## config.mk

```make
export PLATFORM = sky130hd
export DESIGN_NAME = decode_issue
export DESIGN_NICKNAME = d
export VERILOG_FILES = /design/src/rv32_isa_pkg.sv /design/src/issue_pkg.sv /design/src/instr_classifier.sv /design/src/issue_control.sv /design/src/operand_builder.sv /design/src/issue_slot.sv /design/src/decode_issue.sv
export SDC_FILE = /design/constraint.sdc
export NUM_CORES = 1
export LEC_CHECK = 0
export BUFFER_PORTS_ARGS = -buffer_cell sky130_fd_sc_hd__buf_4
export CAP_MARGIN = 25
export CORE_AREA = 2 2 180 182
export CTS_CLUSTER_SIZE = 40
export DETAILED_ROUTE_END_ITERATION = 12
export DIE_AREA = 0 0 182 184
export GPL_ROUTABILITY_DRIVEN = 1
export GPL_TIMING_DRIVEN = 1
export HOLD_SLACK_MARGIN = 0.15
export PLACE_DENSITY = 0.68
export RECOVER_POWER = 25
export SLEW_MARGIN = 20
export SYNTH_ARGS = -nofsm -noshare
export SYNTH_HDL_FRONTEND = slang
export SYNTH_SLANG_ARGS = --single-unit
export TNS_END_PERCENT = 10
```

## constraint.sdc

```tcl
create_clock -name clk -period 16.1 [get_ports clk]
set_input_delay 2.415 -clock clk [delete_from_list [all_inputs] [get_ports clk]]
set_output_delay 2.415 -clock clk [all_outputs]
set_load 0.05 [all_outputs]
```

## src/rv32_isa_pkg.sv

```systemverilog
////////////////////////////////////////
// RV32I base encodings only, XLEN fixed at 32
// Immediates are sign-extended to XLEN
////////////////////////////////////////

package rv32_isa_pkg;

    localparam int XLEN = 32;
    localparam int INSTR_W = 32;
    localparam int OPCODE_W = 7;
    localparam int FN3_W = 3;
    localparam int REG_ADDR_W = 5;

    typedef logic [REG_ADDR_W-1:0] reg_addr_t;
    typedef logic [FN3_W-1:0] fn3_t;

    // Major opcodes kept by the decode stage
    typedef enum logic [OPCODE_W-1:0] {
        LUI       = 7'b0110111,
        AUIPC     = 7'b0010111,
        JAL       = 7'b1101111,
        JALR      = 7'b1100111,
        BRANCH    = 7'b1100011,
        LOAD      = 7'b0000011,
        STORE     = 7'b0100011,
        ARITH_IMM = 7'b0010011,
        ARITH     = 7'b0110011
    } opcode_t;

    // Unsigned branch compares
    localparam fn3_t BLTU_FN3 = 3'b110;
    localparam fn3_t BGEU_FN3 = 3'b111;

    ////////////////////////////////////////
    // Field and immediate extraction

    function automatic opcode_t get_opcode(input logic [INSTR_W-1:0] instr);
        return opcode_t'(instr[OPCODE_W-1:0]);
    endfunction

    function automatic fn3_t get_fn3(input logic [INSTR_W-1:0] instr);
        return instr[14:12];
    endfunction

    function automatic logic [XLEN-1:0] imm_i(input logic [INSTR_W-1:0] instr);
        return {{(XLEN-12){instr[31]}}, instr[31:20]};
    endfunction

    function automatic logic [XLEN-1:0] imm_s(input logic [INSTR_W-1:0] instr);
        return {{(XLEN-12){instr[31]}}, instr[31:25], instr[11:7]};
    endfunction

    // Bit 0 of branch and jump offsets is always zero
    function automatic logic [XLEN-1:0] imm_b(input logic [INSTR_W-1:0] instr);
        return {{(XLEN-12){instr[31]}}, instr[7], instr[30:25], instr[11:8], 1'b0};
    endfunction

    function automatic logic [XLEN-1:0] imm_u(input logic [INSTR_W-1:0] instr);
        return {instr[31:12], 12'b0};
    endfunction

    function automatic logic [XLEN-1:0] imm_j(input logic [INSTR_W-1:0] instr);
        return {{(XLEN-20){instr[31]}}, instr[19:12], instr[20], instr[30:21], 1'b0};
    endfunction

endpackage

```

## src/issue_pkg.sv

```systemverilog
////////////////////////////////////////
// Three units only: ALU, load-store, branch
////////////////////////////////////////

package issue_pkg;

    import rv32_isa_pkg::*;

    ////////////////////////////////////////
    // Unit indexing

    typedef enum logic [1:0] {
        ALU_UNIT    = 2'd0,
        LS_UNIT     = 2'd1,
        BRANCH_UNIT = 2'd2
    } unit_e;

    localparam int NUM_UNITS = 3;

    typedef logic [NUM_UNITS-1:0] unit_mask_t;

    ////////////////////////////////////////
    // Fetch and register file

    typedef struct packed {
        logic [XLEN-1:0] pc;
        logic [XLEN-1:0] instruction;
    } fetch_packet_t;

    typedef struct packed {
        reg_addr_t rs1_addr;
        reg_addr_t rs2_addr;
    } rf_read_req_t;

    // Conflict means the register is still pending a write
    typedef struct packed {
        logic [XLEN-1:0] rs1_data;
        logic [XLEN-1:0] rs2_data;
        logic rs1_conflict;
        logic rs2_conflict;
    } rf_read_rsp_t;

    typedef struct packed {
        unit_mask_t unit_req;
        logic uses_rs1;
        logic uses_rs2;
        logic legal;
    } decoded_t;

    ////////////////////////////////////////
    // Unit payloads

    // Operands carry one extra sign bit for signed/unsigned compares
    typedef struct packed {
        logic [XLEN:0] in1;
        logic [XLEN:0] in2;
        fn3_t fn3;
        logic alt;
        reg_addr_t rd_addr;
    } alu_inputs_t;

    typedef struct packed {
        logic [XLEN-1:0] address;
        logic [XLEN-1:0] store_data;
        fn3_t fn3;
        logic is_load;
        logic is_store;
        reg_addr_t rd_addr;
    } ls_inputs_t;

    typedef struct packed {
        logic [XLEN-1:0] rs1;
        logic [XLEN-1:0] rs2;
        logic [XLEN-1:0] pc;
        logic [XLEN-1:0] target_offset;
        fn3_t fn3;
        logic use_signed;
        logic jal;
        logic jalr;
    } branch_inputs_t;

endpackage

```

## src/instr_classifier.sv

```systemverilog
////////////////////////////////////////
// Combinational, no check of valid
// FENCE, SYSTEM and M-extension ops are illegal
////////////////////////////////////////

`timescale 1ns/1ps

module instr_classifier (
    input  issue_pkg::fetch_packet_t fetch,
    output issue_pkg::decoded_t      decoded
);

    import rv32_isa_pkg::*;
    import issue_pkg::*;

    opcode_t opcode;
    logic    mul_div_bit;

    assign opcode = get_opcode(fetch.instruction);
    assign mul_div_bit = fetch.instruction[25];

    always_comb begin
        decoded = '0;
        case (opcode)
            LUI, AUIPC: begin
                decoded.unit_req[ALU_UNIT] = 1'b1;
                decoded.legal = 1'b1;
            end
            ARITH_IMM: begin
                decoded.unit_req[ALU_UNIT] = 1'b1;
                decoded.uses_rs1 = 1'b1;
                decoded.legal = 1'b1;
            end
            // Bit 25 selects MUL/DIV, which is not supported
            ARITH: begin
                decoded.unit_req[ALU_UNIT] = ~mul_div_bit;
                decoded.uses_rs1 = 1'b1;
                decoded.uses_rs2 = 1'b1;
                decoded.legal = ~mul_div_bit;
            end
            // Link value goes through the ALU
            JAL: begin
                decoded.unit_req[ALU_UNIT] = 1'b1;
                decoded.unit_req[BRANCH_UNIT] = 1'b1;
                decoded.legal = 1'b1;
            end
            JALR: begin
                decoded.unit_req[ALU_UNIT] = 1'b1;
                decoded.unit_req[BRANCH_UNIT] = 1'b1;
                decoded.uses_rs1 = 1'b1;
                decoded.legal = 1'b1;
            end
            BRANCH: begin
                decoded.unit_req[BRANCH_UNIT] = 1'b1;
                decoded.uses_rs1 = 1'b1;
                decoded.uses_rs2 = 1'b1;
                decoded.legal = 1'b1;
            end
            LOAD: begin
                decoded.unit_req[LS_UNIT] = 1'b1;
                decoded.uses_rs1 = 1'b1;
                decoded.legal = 1'b1;
            end
            STORE: begin
                decoded.unit_req[LS_UNIT] = 1'b1;
                decoded.uses_rs1 = 1'b1;
                decoded.uses_rs2 = 1'b1;
                decoded.legal = 1'b1;
            end
            default: begin
                decoded = '0;
            end
        endcase
    end

endmodule

```

## src/issue_control.sv

```systemverilog
////////////////////////////////////////
// Issue is all-or-nothing across requested units
// Illegal report lags the pop by one cycle
////////////////////////////////////////

`timescale 1ns/1ps

module issue_control (
    input  logic                             clk,
    input  logic                             rst,
    input  logic                             fetch_valid,
    input  logic [rv32_isa_pkg::XLEN-1:0]    fetch_pc,
    input  issue_pkg::decoded_t              decoded,
    input  logic                             rs1_conflict,
    input  logic                             rs2_conflict,
    input  issue_pkg::unit_mask_t            slot_free,
    output logic                             fetch_pop,
    output issue_pkg::unit_mask_t            unit_load,
    output logic                             illegal_valid,
    output logic [rv32_isa_pkg::XLEN-1:0]    illegal_pc
);

    import issue_pkg::*;

    logic operands_ready;
    logic slots_ready;
    logic issue_ok;
    logic take_illegal;

    ////////////////////////////////////////
    // Issue decision

    // Conflicts only matter on sources the instruction reads
    assign operands_ready = ~(decoded.uses_rs1 & rs1_conflict)
                          & ~(decoded.uses_rs2 & rs2_conflict);

    // Units not requested count as ready
    assign slots_ready = &(slot_free | ~decoded.unit_req);

    assign issue_ok = fetch_valid & decoded.legal & operands_ready & slots_ready;
    assign take_illegal = fetch_valid & ~decoded.legal;

    assign fetch_pop = issue_ok | take_illegal;
    assign unit_load = decoded.unit_req & {NUM_UNITS{issue_ok}};

    ////////////////////////////////////////
    // Illegal report

    always_ff @(posedge clk) begin
        if (rst) begin
            illegal_valid <= 1'b0;
        end else begin
            illegal_valid <= take_illegal;
        end
    end

    always_ff @(posedge clk) begin
        if (take_illegal) begin
            illegal_pc <= fetch_pc;
        end
    end

endmodule

```

## src/operand_builder.sv

```systemverilog
////////////////////////////////////////
// Combinational; register data must match the instruction
////////////////////////////////////////

`timescale 1ns/1ps

module operand_builder (
    input  issue_pkg::fetch_packet_t  fetch,
    input  issue_pkg::rf_read_rsp_t   rf_rsp,
    output issue_pkg::alu_inputs_t    alu_inputs,
    output issue_pkg::ls_inputs_t     ls_inputs,
    output issue_pkg::branch_inputs_t branch_inputs
);

    import rv32_isa_pkg::*;
    import issue_pkg::*;

    opcode_t         opcode;
    fn3_t            fn3;
    reg_addr_t       rd_addr;
    logic [XLEN-1:0] alu_a;
    logic [XLEN-1:0] alu_b;
    logic            is_store;

    assign opcode = get_opcode(fetch.instruction);
    assign fn3 = get_fn3(fetch.instruction);
    assign rd_addr = fetch.instruction[11:7];

    ////////////////////////////////////////
    // ALU operands

    always_comb begin
        case (opcode)
            LUI:              alu_a = '0;
            AUIPC, JAL, JALR: alu_a = fetch.pc;
            default:          alu_a = rf_rsp.rs1_data;
        endcase

        case (opcode)
            LUI, AUIPC: alu_b = imm_u(fetch.instruction);
            ARITH_IMM:  alu_b = imm_i(fetch.instruction);
            JAL, JALR:  alu_b = XLEN'(4);
            default:    alu_b = rf_rsp.rs2_data;
        endcase
    end

    // fn3[0] set means unsigned compare, so no sign extension
    assign alu_inputs.in1 = {alu_a[XLEN-1] & ~fn3[0], alu_a};
    assign alu_inputs.in2 = {alu_b[XLEN-1] & ~fn3[0], alu_b};
    assign alu_inputs.fn3 = fn3;
    assign alu_inputs.alt = fetch.instruction[30];
    assign alu_inputs.rd_addr = rd_addr;

    ////////////////////////////////////////
    // Load-store

    assign is_store = (opcode == STORE);

    assign ls_inputs.address = rf_rsp.rs1_data
                             + (is_store ? imm_s(fetch.instruction)
                                         : imm_i(fetch.instruction));
    assign ls_inputs.store_data = rf_rsp.rs2_data;
    assign ls_inputs.fn3 = fn3;
    assign ls_inputs.is_load = (opcode == LOAD);
    assign ls_inputs.is_store = is_store;
    assign ls_inputs.rd_addr = rd_addr;

    ////////////////////////////////////////
    // Branch

    always_comb begin
        case (opcode)
            JAL:     branch_inputs.target_offset = imm_j(fetch.instruction);
            JALR:    branch_inputs.target_offset = imm_i(fetch.instruction);
            default: branch_inputs.target_offset = imm_b(fetch.instruction);
        endcase
    end

    assign branch_inputs.rs1 = rf_rsp.rs1_data;
    assign branch_inputs.rs2 = rf_rsp.rs2_data;
    assign branch_inputs.pc = fetch.pc;
    assign branch_inputs.fn3 = fn3;
    assign branch_inputs.use_signed = !(fn3 inside {BLTU_FN3, BGEU_FN3});
    assign branch_inputs.jal = (opcode == JAL);
    assign branch_inputs.jalr = (opcode == JALR);

endmodule

```

## src/issue_slot.sv

```systemverilog
////////////////////////////////////////
// One entry; load only while free is high
////////////////////////////////////////

`timescale 1ns/1ps

module issue_slot #(
    parameter type payload_t = logic
) (
    input  logic     clk,
    input  logic     rst,
    input  logic     load,
    input  payload_t payload_in,
    output logic     valid,
    output payload_t payload,
    input  logic     ready,
    output logic     free
);

    // Entry drains this cycle if the unit accepts it
    assign free = ~valid | ready;

    always_ff @(posedge clk) begin
        if (rst) begin
            valid <= 1'b0;
        end else if (load) begin
            valid <= 1'b1;
        end else if (ready) begin
            valid <= 1'b0;
        end
    end

    // Payload held through back-pressure
    always_ff @(posedge clk) begin
        if (load) begin
            payload <= payload_in;
        end
    end

endmodule

```

## src/decode_issue.sv

```systemverilog
////////////////////////////////////////
// Register file answers rf_req in the same cycle
// Fetch must hold its packet until popped
////////////////////////////////////////

`timescale 1ns/1ps

module decode_issue (
    input  logic                           clk,
    input  logic                           rst,
    input  logic                           fetch_valid,
    input  issue_pkg::fetch_packet_t       fetch,
    output logic                           fetch_pop,
    output issue_pkg::rf_read_req_t        rf_req,
    input  issue_pkg::rf_read_rsp_t        rf_rsp,
    output logic                           alu_valid,
    output issue_pkg::alu_inputs_t         alu_op,
    input  logic                           alu_ready,
    output logic                           ls_valid,
    output issue_pkg::ls_inputs_t          ls_op,
    input  logic                           ls_ready,
    output logic                           branch_valid,
    output issue_pkg::branch_inputs_t      branch_op,
    input  logic                           branch_ready,
    output logic                           illegal_valid,
    output logic [rv32_isa_pkg::XLEN-1:0]  illegal_pc
);

    import issue_pkg::*;

    decoded_t       decoded;
    unit_mask_t     slot_free;
    unit_mask_t     unit_load;
    alu_inputs_t    alu_inputs;
    ls_inputs_t     ls_inputs;
    branch_inputs_t branch_inputs;

    assign rf_req.rs1_addr = fetch.instruction[19:15];
    assign rf_req.rs2_addr = fetch.instruction[24:20];

    instr_classifier instr_classifier_i (
        .fetch   (fetch),
        .decoded (decoded)
    );

    issue_control issue_control_i (
        .clk           (clk),
        .rst           (rst),
        .fetch_valid   (fetch_valid),
        .fetch_pc      (fetch.pc),
        .decoded       (decoded),
        .rs1_conflict  (rf_rsp.rs1_conflict),
        .rs2_conflict  (rf_rsp.rs2_conflict),
        .slot_free     (slot_free),
        .fetch_pop     (fetch_pop),
        .unit_load     (unit_load),
        .illegal_valid (illegal_valid),
        .illegal_pc    (illegal_pc)
    );

    operand_builder operand_builder_i (
        .fetch         (fetch),
        .rf_rsp        (rf_rsp),
        .alu_inputs    (alu_inputs),
        .ls_inputs     (ls_inputs),
        .branch_inputs (branch_inputs)
    );

    ////////////////////////////////////////
    // Output slots, one per unit

    issue_slot #(.payload_t(alu_inputs_t)) alu_slot_i (
        .clk        (clk),
        .rst        (rst),
        .load       (unit_load[ALU_UNIT]),
        .payload_in (alu_inputs),
        .valid      (alu_valid),
        .payload    (alu_op),
        .ready      (alu_ready),
        .free       (slot_free[ALU_UNIT])
    );

    issue_slot #(.payload_t(ls_inputs_t)) ls_slot_i (
        .clk        (clk),
        .rst        (rst),
        .load       (unit_load[LS_UNIT]),
        .payload_in (ls_inputs),
        .valid      (ls_valid),
        .payload    (ls_op),
        .ready      (ls_ready),
        .free       (slot_free[LS_UNIT])
    );

    issue_slot #(.payload_t(branch_inputs_t)) branch_slot_i (
        .clk        (clk),
        .rst        (rst),
        .load       (unit_load[BRANCH_UNIT]),
        .payload_in (branch_inputs),
        .valid      (branch_valid),
        .payload    (branch_op),
        .ready      (branch_ready),
        .free       (slot_free[BRANCH_UNIT])
    );

endmodule

```

---- After elaboration in Yosys (flattened, before gate mapping) ----
Cells that the tools add are included.
storage, ports and cells
  input port bits ......................... 136
  output and inout bits ................... 330
  logic and storage cells ................. 91
  register bits ........................... 308
operators by class
  equality and inequality tests ........... 11
  reductions and logical operators ........ 15
  $add $sub $neg .......................... 1
  multiplexer cells ....................... 16
  bitwise logic cells ..................... 24
operators with widths
  operator            count
  $pmux 32 s3         1
  $pmux 32 s2         1
  $pmux 20 s2         1
  $add 32x32->32      1
  $eq 7x6->1 const B  3
  $eq 7x7->1 const B  3
  $eq 7x5->1 const B  2
  $mux 1              10
  $and 1x1->1         9
  $reduce_or 3->1     3
  $not 1->1           8
  $reduce_bool 2->1   4
  $reduce_or 8->1     1
  $eq 7x2->1 const B  1
  $eq 3x3->1 const B  2
  $reduce_or 2->1     3
  $reduce_or 6->1     1
  $mux 5              1
  $reduce_or 5->1     1
  $or 1x1->1          4
  $pmux 1 s2          2
  $and 3x3->3         1
  $not 3->3           1
  $or 3x3->3          1
  2 further kinds     2

---- Depth between registers and ports, before layout ----
  word-level depth ........................ 10
  depth in mapped cells ................... 13
  gate-level depth less buffers ........... 13

---- Hierarchy ----
A second synthesis with hierarchy kept.
second synthesis, totals
  cells, all modules ...................... 939
  area, all modules ....................... 13,895.8 um^2
by module, submodules not included
  module                      instances  sequential area each (um^2)  area each (um^2)  cells an instance
  issue_slot (branch_slot_i)  1          4,043.9                      4,070.2           138
  operand_builder             1          0.0                          3,942.5           569
  issue_slot (alu_slot_i)     1          2,272.2                      2,298.5           79
  issue_slot (ls_slot_i)      1          2,242.2                      2,268.4           78
  issue_control               1          980.9                        1,084.8           49
  instr_classifier            1          0.0                          156.4             16
  decode_issue                1          0.0                          75.1              10

---- Worst setup path after synthesis ----
No wires, ideal clock.
  kind .................................... in2reg
  from .................................... input port fetch[6] (netlist name)
  to ...................................... register ls_slot_i.payload[0] (netlist name), enable pin
  stages on the path ...................... 7
  required time ........................... 15.501 ns
  setup slack ............................. 7.056 ns
  path buffers ............................ 1
  data arrival time ....................... 8.445 ns
  setup time .............................. 0.599 ns
  cell sequence ........................... buf_2 > nand2b_1 > or3_1 > nand3_1 > a21o_1 > nand2_1 > nor3_1
on the way
  cells in the longest elaborated chain, start to end .. 9
  elaborated cells between the ends (all ways) .. 33
  classes of those cells .................. eq/ne: 9; mux: 6; bitwise: 11; reduce/logical: 7
RTL lines
  item                                                                        line                                      text
  start, declared                                                             decode_issue.sv:12                        input issue_pkg::fetch_packet_t fetch,
  $eq 7x5->1, or another cell as far along                                    instr_classifier.sv:24                    case (opcode)
  $reduce_or 6->1 (no source line) / $reduce_or 3->1 (equally long branches)  -
  $mux 1                                                                      instr_classifier.sv:24
  $and 1x1->1 (on tied branches)                                              issue_control.sv:34, issue_control.sv:35
  $not 1->1 (on tied branches)                                                issue_control.sv:34, issue_control.sv:35
  $and 1x1->1                                                                 issue_control.sv:35                       & ~(decoded.uses_rs2 & rs2_conflict);
  $and 1x1->1 (2 in a row)                                                    issue_control.sv:40                       assign issue_ok = fetch_valid & decoded.legal & operands_ready & slots_ready;
  $and 3x3->3 *                                                               issue_control.sv:44                       assign unit_load = decoded.unit_req & {NUM_UNITS{issue_ok}};
  net ls_slot_i.load                                                          issue_slot.sv:12                          input logic load,
  end signal, assigned                                                        issue_slot.sv:36                          payload <= payload_in;
  end, declared                                                               issue_slot.sv:15                          output payload_t payload,
Mark *: on every way through the listed nets, which the timed path passes. The rest lies on a longest branch.
A chain may end at the register's enable or synchronous reset.

---- Worst setup path in the final report ----
  from .................................... input port fetch[1] (netlist name)
  to ...................................... output port fetch_pop
on the way
  cells in the longest elaborated chain, start to end .. 9
  elaborated cells between the ends (all ways) .. 35
  classes of those cells .................. eq/ne: 9; mux: 6; bitwise: 13; reduce/logical: 7
RTL lines
  item                                                                        line                                      text
  $eq 7x5->1, or another cell as far along                                    instr_classifier.sv:24
  $reduce_or 6->1 (no source line) / $reduce_or 3->1 (equally long branches)  -
  $mux 1                                                                      instr_classifier.sv:24
  $and 1x1->1 (on tied branches)                                              issue_control.sv:34, issue_control.sv:35
  $not 1->1 (on tied branches)                                                issue_control.sv:34, issue_control.sv:35
  $and 1x1->1                                                                 issue_control.sv:35
  $and 1x1->1 (2 in a row)                                                    issue_control.sv:40
  $or 1x1->1 *                                                                issue_control.sv:43                       assign fetch_pop = issue_ok | take_illegal;
  end, declared                                                               decode_issue.sv:13                        output logic fetch_pop,
Every way passes the cells marked *; elsewhere a longest branch is shown, timed or not.

==> impl_metrics.ini <==
[status]
status = finished, violations left
violations = max-capacitance violations, max-slew violations

[timing]
timing.hold.ws_ns = 0.532
period_needed_ns = 6.63
worstMarginPinSlew_ns = 1.62
hold_viol = 0
fmax_ghz = 0.151
fin_crit_sh = 0.412
maxSlewViolCount = 27
setup_tns_ns = 0
fin_worst_skew_ns = 0.0125
setup_viol = 0
rsz0062_at_grt = no
slew_headroom = -0.0776

[min_path]
holdPathStages = 2
hold_path_class = flip-flop to flip-flop
hold_start = alu_slot_i.valid
min_to = alu_slot_i.valid

[clock_tree]
cts_hold_buf = 0
post_cts_buffers = 0
h-tree-depth = 1
cts_tree = built
clock_latency_ns = 0.56
ctsResizeCount = 0
cts_root_buf = clkbuf_16
cts_made_buffers = 31
cts.reportedPaths.clkPinSlew_ns = 0.06
clock-sinks = 308
clk_path_buf_depth = 3

[yosys]
syn_area_per_cell_um2 = 16.0
yosys_warnings = 0
synth_compound_area_frac = 0.114
yosysSeqAreaShare = 0.749
synth_top_family_by_area = compound AO/OA/AOI/OAI gates
dominantRegCellSynth = edfxtp_1
synth-simple-area-share = 0.0550
syn-cell-area_mm2 = 0.0123
synth_fp_nets = 938
synth_xor_area_frac = 0.0185
ys_types = 58
synth_mux_area_frac = 0.00621
syn_inst = 770
synth_top_area_frac = 0.742
synthAdderAreaFrac = 0.0332
async_reset_ff_frac = 0
yosysTopAreaCell = edfxtp_1
synth_edf_count = 304
synthTopCellsByArea = edfxtp_1, ha_1, a22o_1, nand2_1, o21ai_0
ys_ff_latch = 308

[worst_setup_path]
arrival_ns = 4.21
path_class = input port to output port
cp-end-kind = output port
crit_family = simple AND/OR/NAND/NOR gates
critical_path_required_ns = 13.69
r2r-end = ls_slot_i.payload[71]
path_buf_inv = 2
r2r-start = branch_slot_i.valid
cp_max_fo = 13
path_cells = buf_4 -> nand3_1 -> or3_1 -> o21ai_0 -> a211oi_1 -> nand2_1 -> nand2_1 -> buf_4
r2r_cells = 8
critPathLaunchType = input port
r2r_setup_slack_ns = 12.90
crit_slowest_cell = or3_1
slowest_delay_ns = 0.43

[drt]
ant_nets = 0
firstDrtPassIters = 5
vias = 8625
drc = 0
routed_wl_um = 37400
drt_iter0_drc = 619
routed_via_density = 5.21
wl_per_cell_um = 22.6

[global_route]
grt_max_degree = 73
grt.overflow.total = 0
grt_pass1_vias = 8470
grt_pass1_wl_um = 53100
grt_use_total = 0.212
antenna_found_initial = 0

[place]
port-buffer-count = 465
globalplace.congestion = 0.867
hpwl_um = 27200
post_dp_cell_area_mm2 = 0.0162

[floorplan]
pin_count = 466
row_count = 65
coreArea_mm2 = 0.0314
die_w_um = 182
initial_core_util = 0.392
die_area_mm2 = 0.0335
die_h_um = 184

[power_and_ir_drop]
irDropWorstVdd_mv = 0.0804
p_leak_nw = 6.22
internal_power_mw = 1.31
p_seq_frac = 0.521
combPwrFrac = 0.105
powerDensity_mw_per_mm2 = 104
power_switching_uw = 416
p_clk_frac = 0.374
switching_share = 0.241

[layout]
antenna_cells = 0
finalInstanceArea_mm2 = 0.0165
area_growth_pct = 34.3
drive_above_1_share = 0.313
utilization = 0.526
finalNetCount = 1401

[flow_run]
maxCapViolations = 1
-- cells by family (layout without fill, tap and decap cells) --
kind of cell               Yosys count  count (layout)
DFF                                308             308
AOI/OAI and AO/OA                  196             196
and+or+nand+nor                    144             144
buffers and inverters               57             541
adders and majority gates           32              32
xor gates and xnor gates            26              26
muxes                                7               7
-- layer usage --
layer	global-route usage	wire length, um	vias to the layer above
met3	0.0618	3420	64
met1	0.241	13800	4198
met4	0.0613	1020	0
met5	0	0	-
li1	-	-	3922
met2	0.387	19100	441
-- synth_stat cells, types with 3 or more instances --
cell type  instances
nand3_1            7
a21oi_1           31
a211oi_1          12
clkbuf_1          22
and2_1             4
inv_1             11
ha_1              31
nor3_1             6
a21o_1            21
and3_1             3
a22o_1            32
or3_1              3
mux2_2             5
o211ai_1           4
nor2b_1            8
a31oi_1            4
nor2_1            33
nand2b_1           7
a21o_2             3
buf_4             21
a221o_1           19
edfxtp_1         304
xor2_1            10
o21a_1             5
nand4_1            5
dfxtp_1            4
nand2_1           58
o21ai_0           42
xnor2_1           16
-- worst max-delay path by stage --
| stage | end | from | depth (start not counted) |
|---|---|---|---|
| after global routing | fetch_pop | fetch[1] | 8 |
| after global placement | fetch_pop | fetch[1] | 8 |
| after floorplan | ls_slot_i.payload[0] | fetch[6] | 7 |
| after CTS | fetch_pop | fetch[1] | 8 |
| after detailed placement | fetch_pop | fetch[1] | 8 |
| final | fetch_pop | fetch[1] | 8 |
-- flip-flops by register name, summed over array words and instances (netlist names) --
signal / cells
alu_slot_i.payload: 75
alu_slot_i.valid: 1
branch_slot_i.payload: 123
branch_slot_i.valid: 1
issue_control_i.illegal_pc: 32
issue_control_i.illegal_valid: 1
ls_slot_i.payload: 74
ls_slot_i.valid: 1
-- metrics by stage --
step                      worst slack (ns)  power, mW  cells
after CTS                             9.48       1.75   1655
after global routing                  9.30       1.78   1656
after floorplan                       7.06       1.03    770
after global placement                9.60       1.11   1600
after detailed placement              9.49       1.11   1601
final                                 9.47       1.72   1656
-- layout make-up --
class | count | area, um2
inverter | 11 | 46.3
tap | 402 | 503
fill | 2781 | 14900
timing repair buffer | 476 | 3050
clock buffer | 36 | 795
clock inverter | 18 | 86.3
multi-input combinational | 405 | 2820
sequential | 308 | 9210
-- tightest hold or removal path: stages (launching register included) --
cell      delay, ns
dfxtp_1        0.32
nand2b_1       0.10
a21oi_1        0.07
-- layout by cell type, fill, tap and decap left out, types with 10 or more instances in the layout --
| cell | n |
|---|---|
| nor2_1 | 31 |
| edfxtp_1 | 304 |
| clkbuf_1 | 151 |
| nand2_1 | 58 |
| a221o_1 | 19 |
| ha_1 | 31 |
| a21oi_1 | 31 |
| buf_4 | 328 |
| clkbuf_16 | 31 |
| xnor2_1 | 16 |
| o21ai_0 | 42 |
| a211oi_1 | 12 |
| xor2_1 | 10 |
| a22o_1 | 32 |
| a21o_1 | 21 |
-- power by group through the flow --
stage               registers, mW  clock network (mW)  logic (mW)
global placement            0.915                   0       0.191
finish                      0.898               0.644       0.180
global route                0.898               0.686       0.195
floorplan                   0.946                   0      0.0842
detailed placement          0.915                   0       0.194
CTS                         0.898               0.660       0.194
Note: power is estimated with default switching activity, not from simulation.
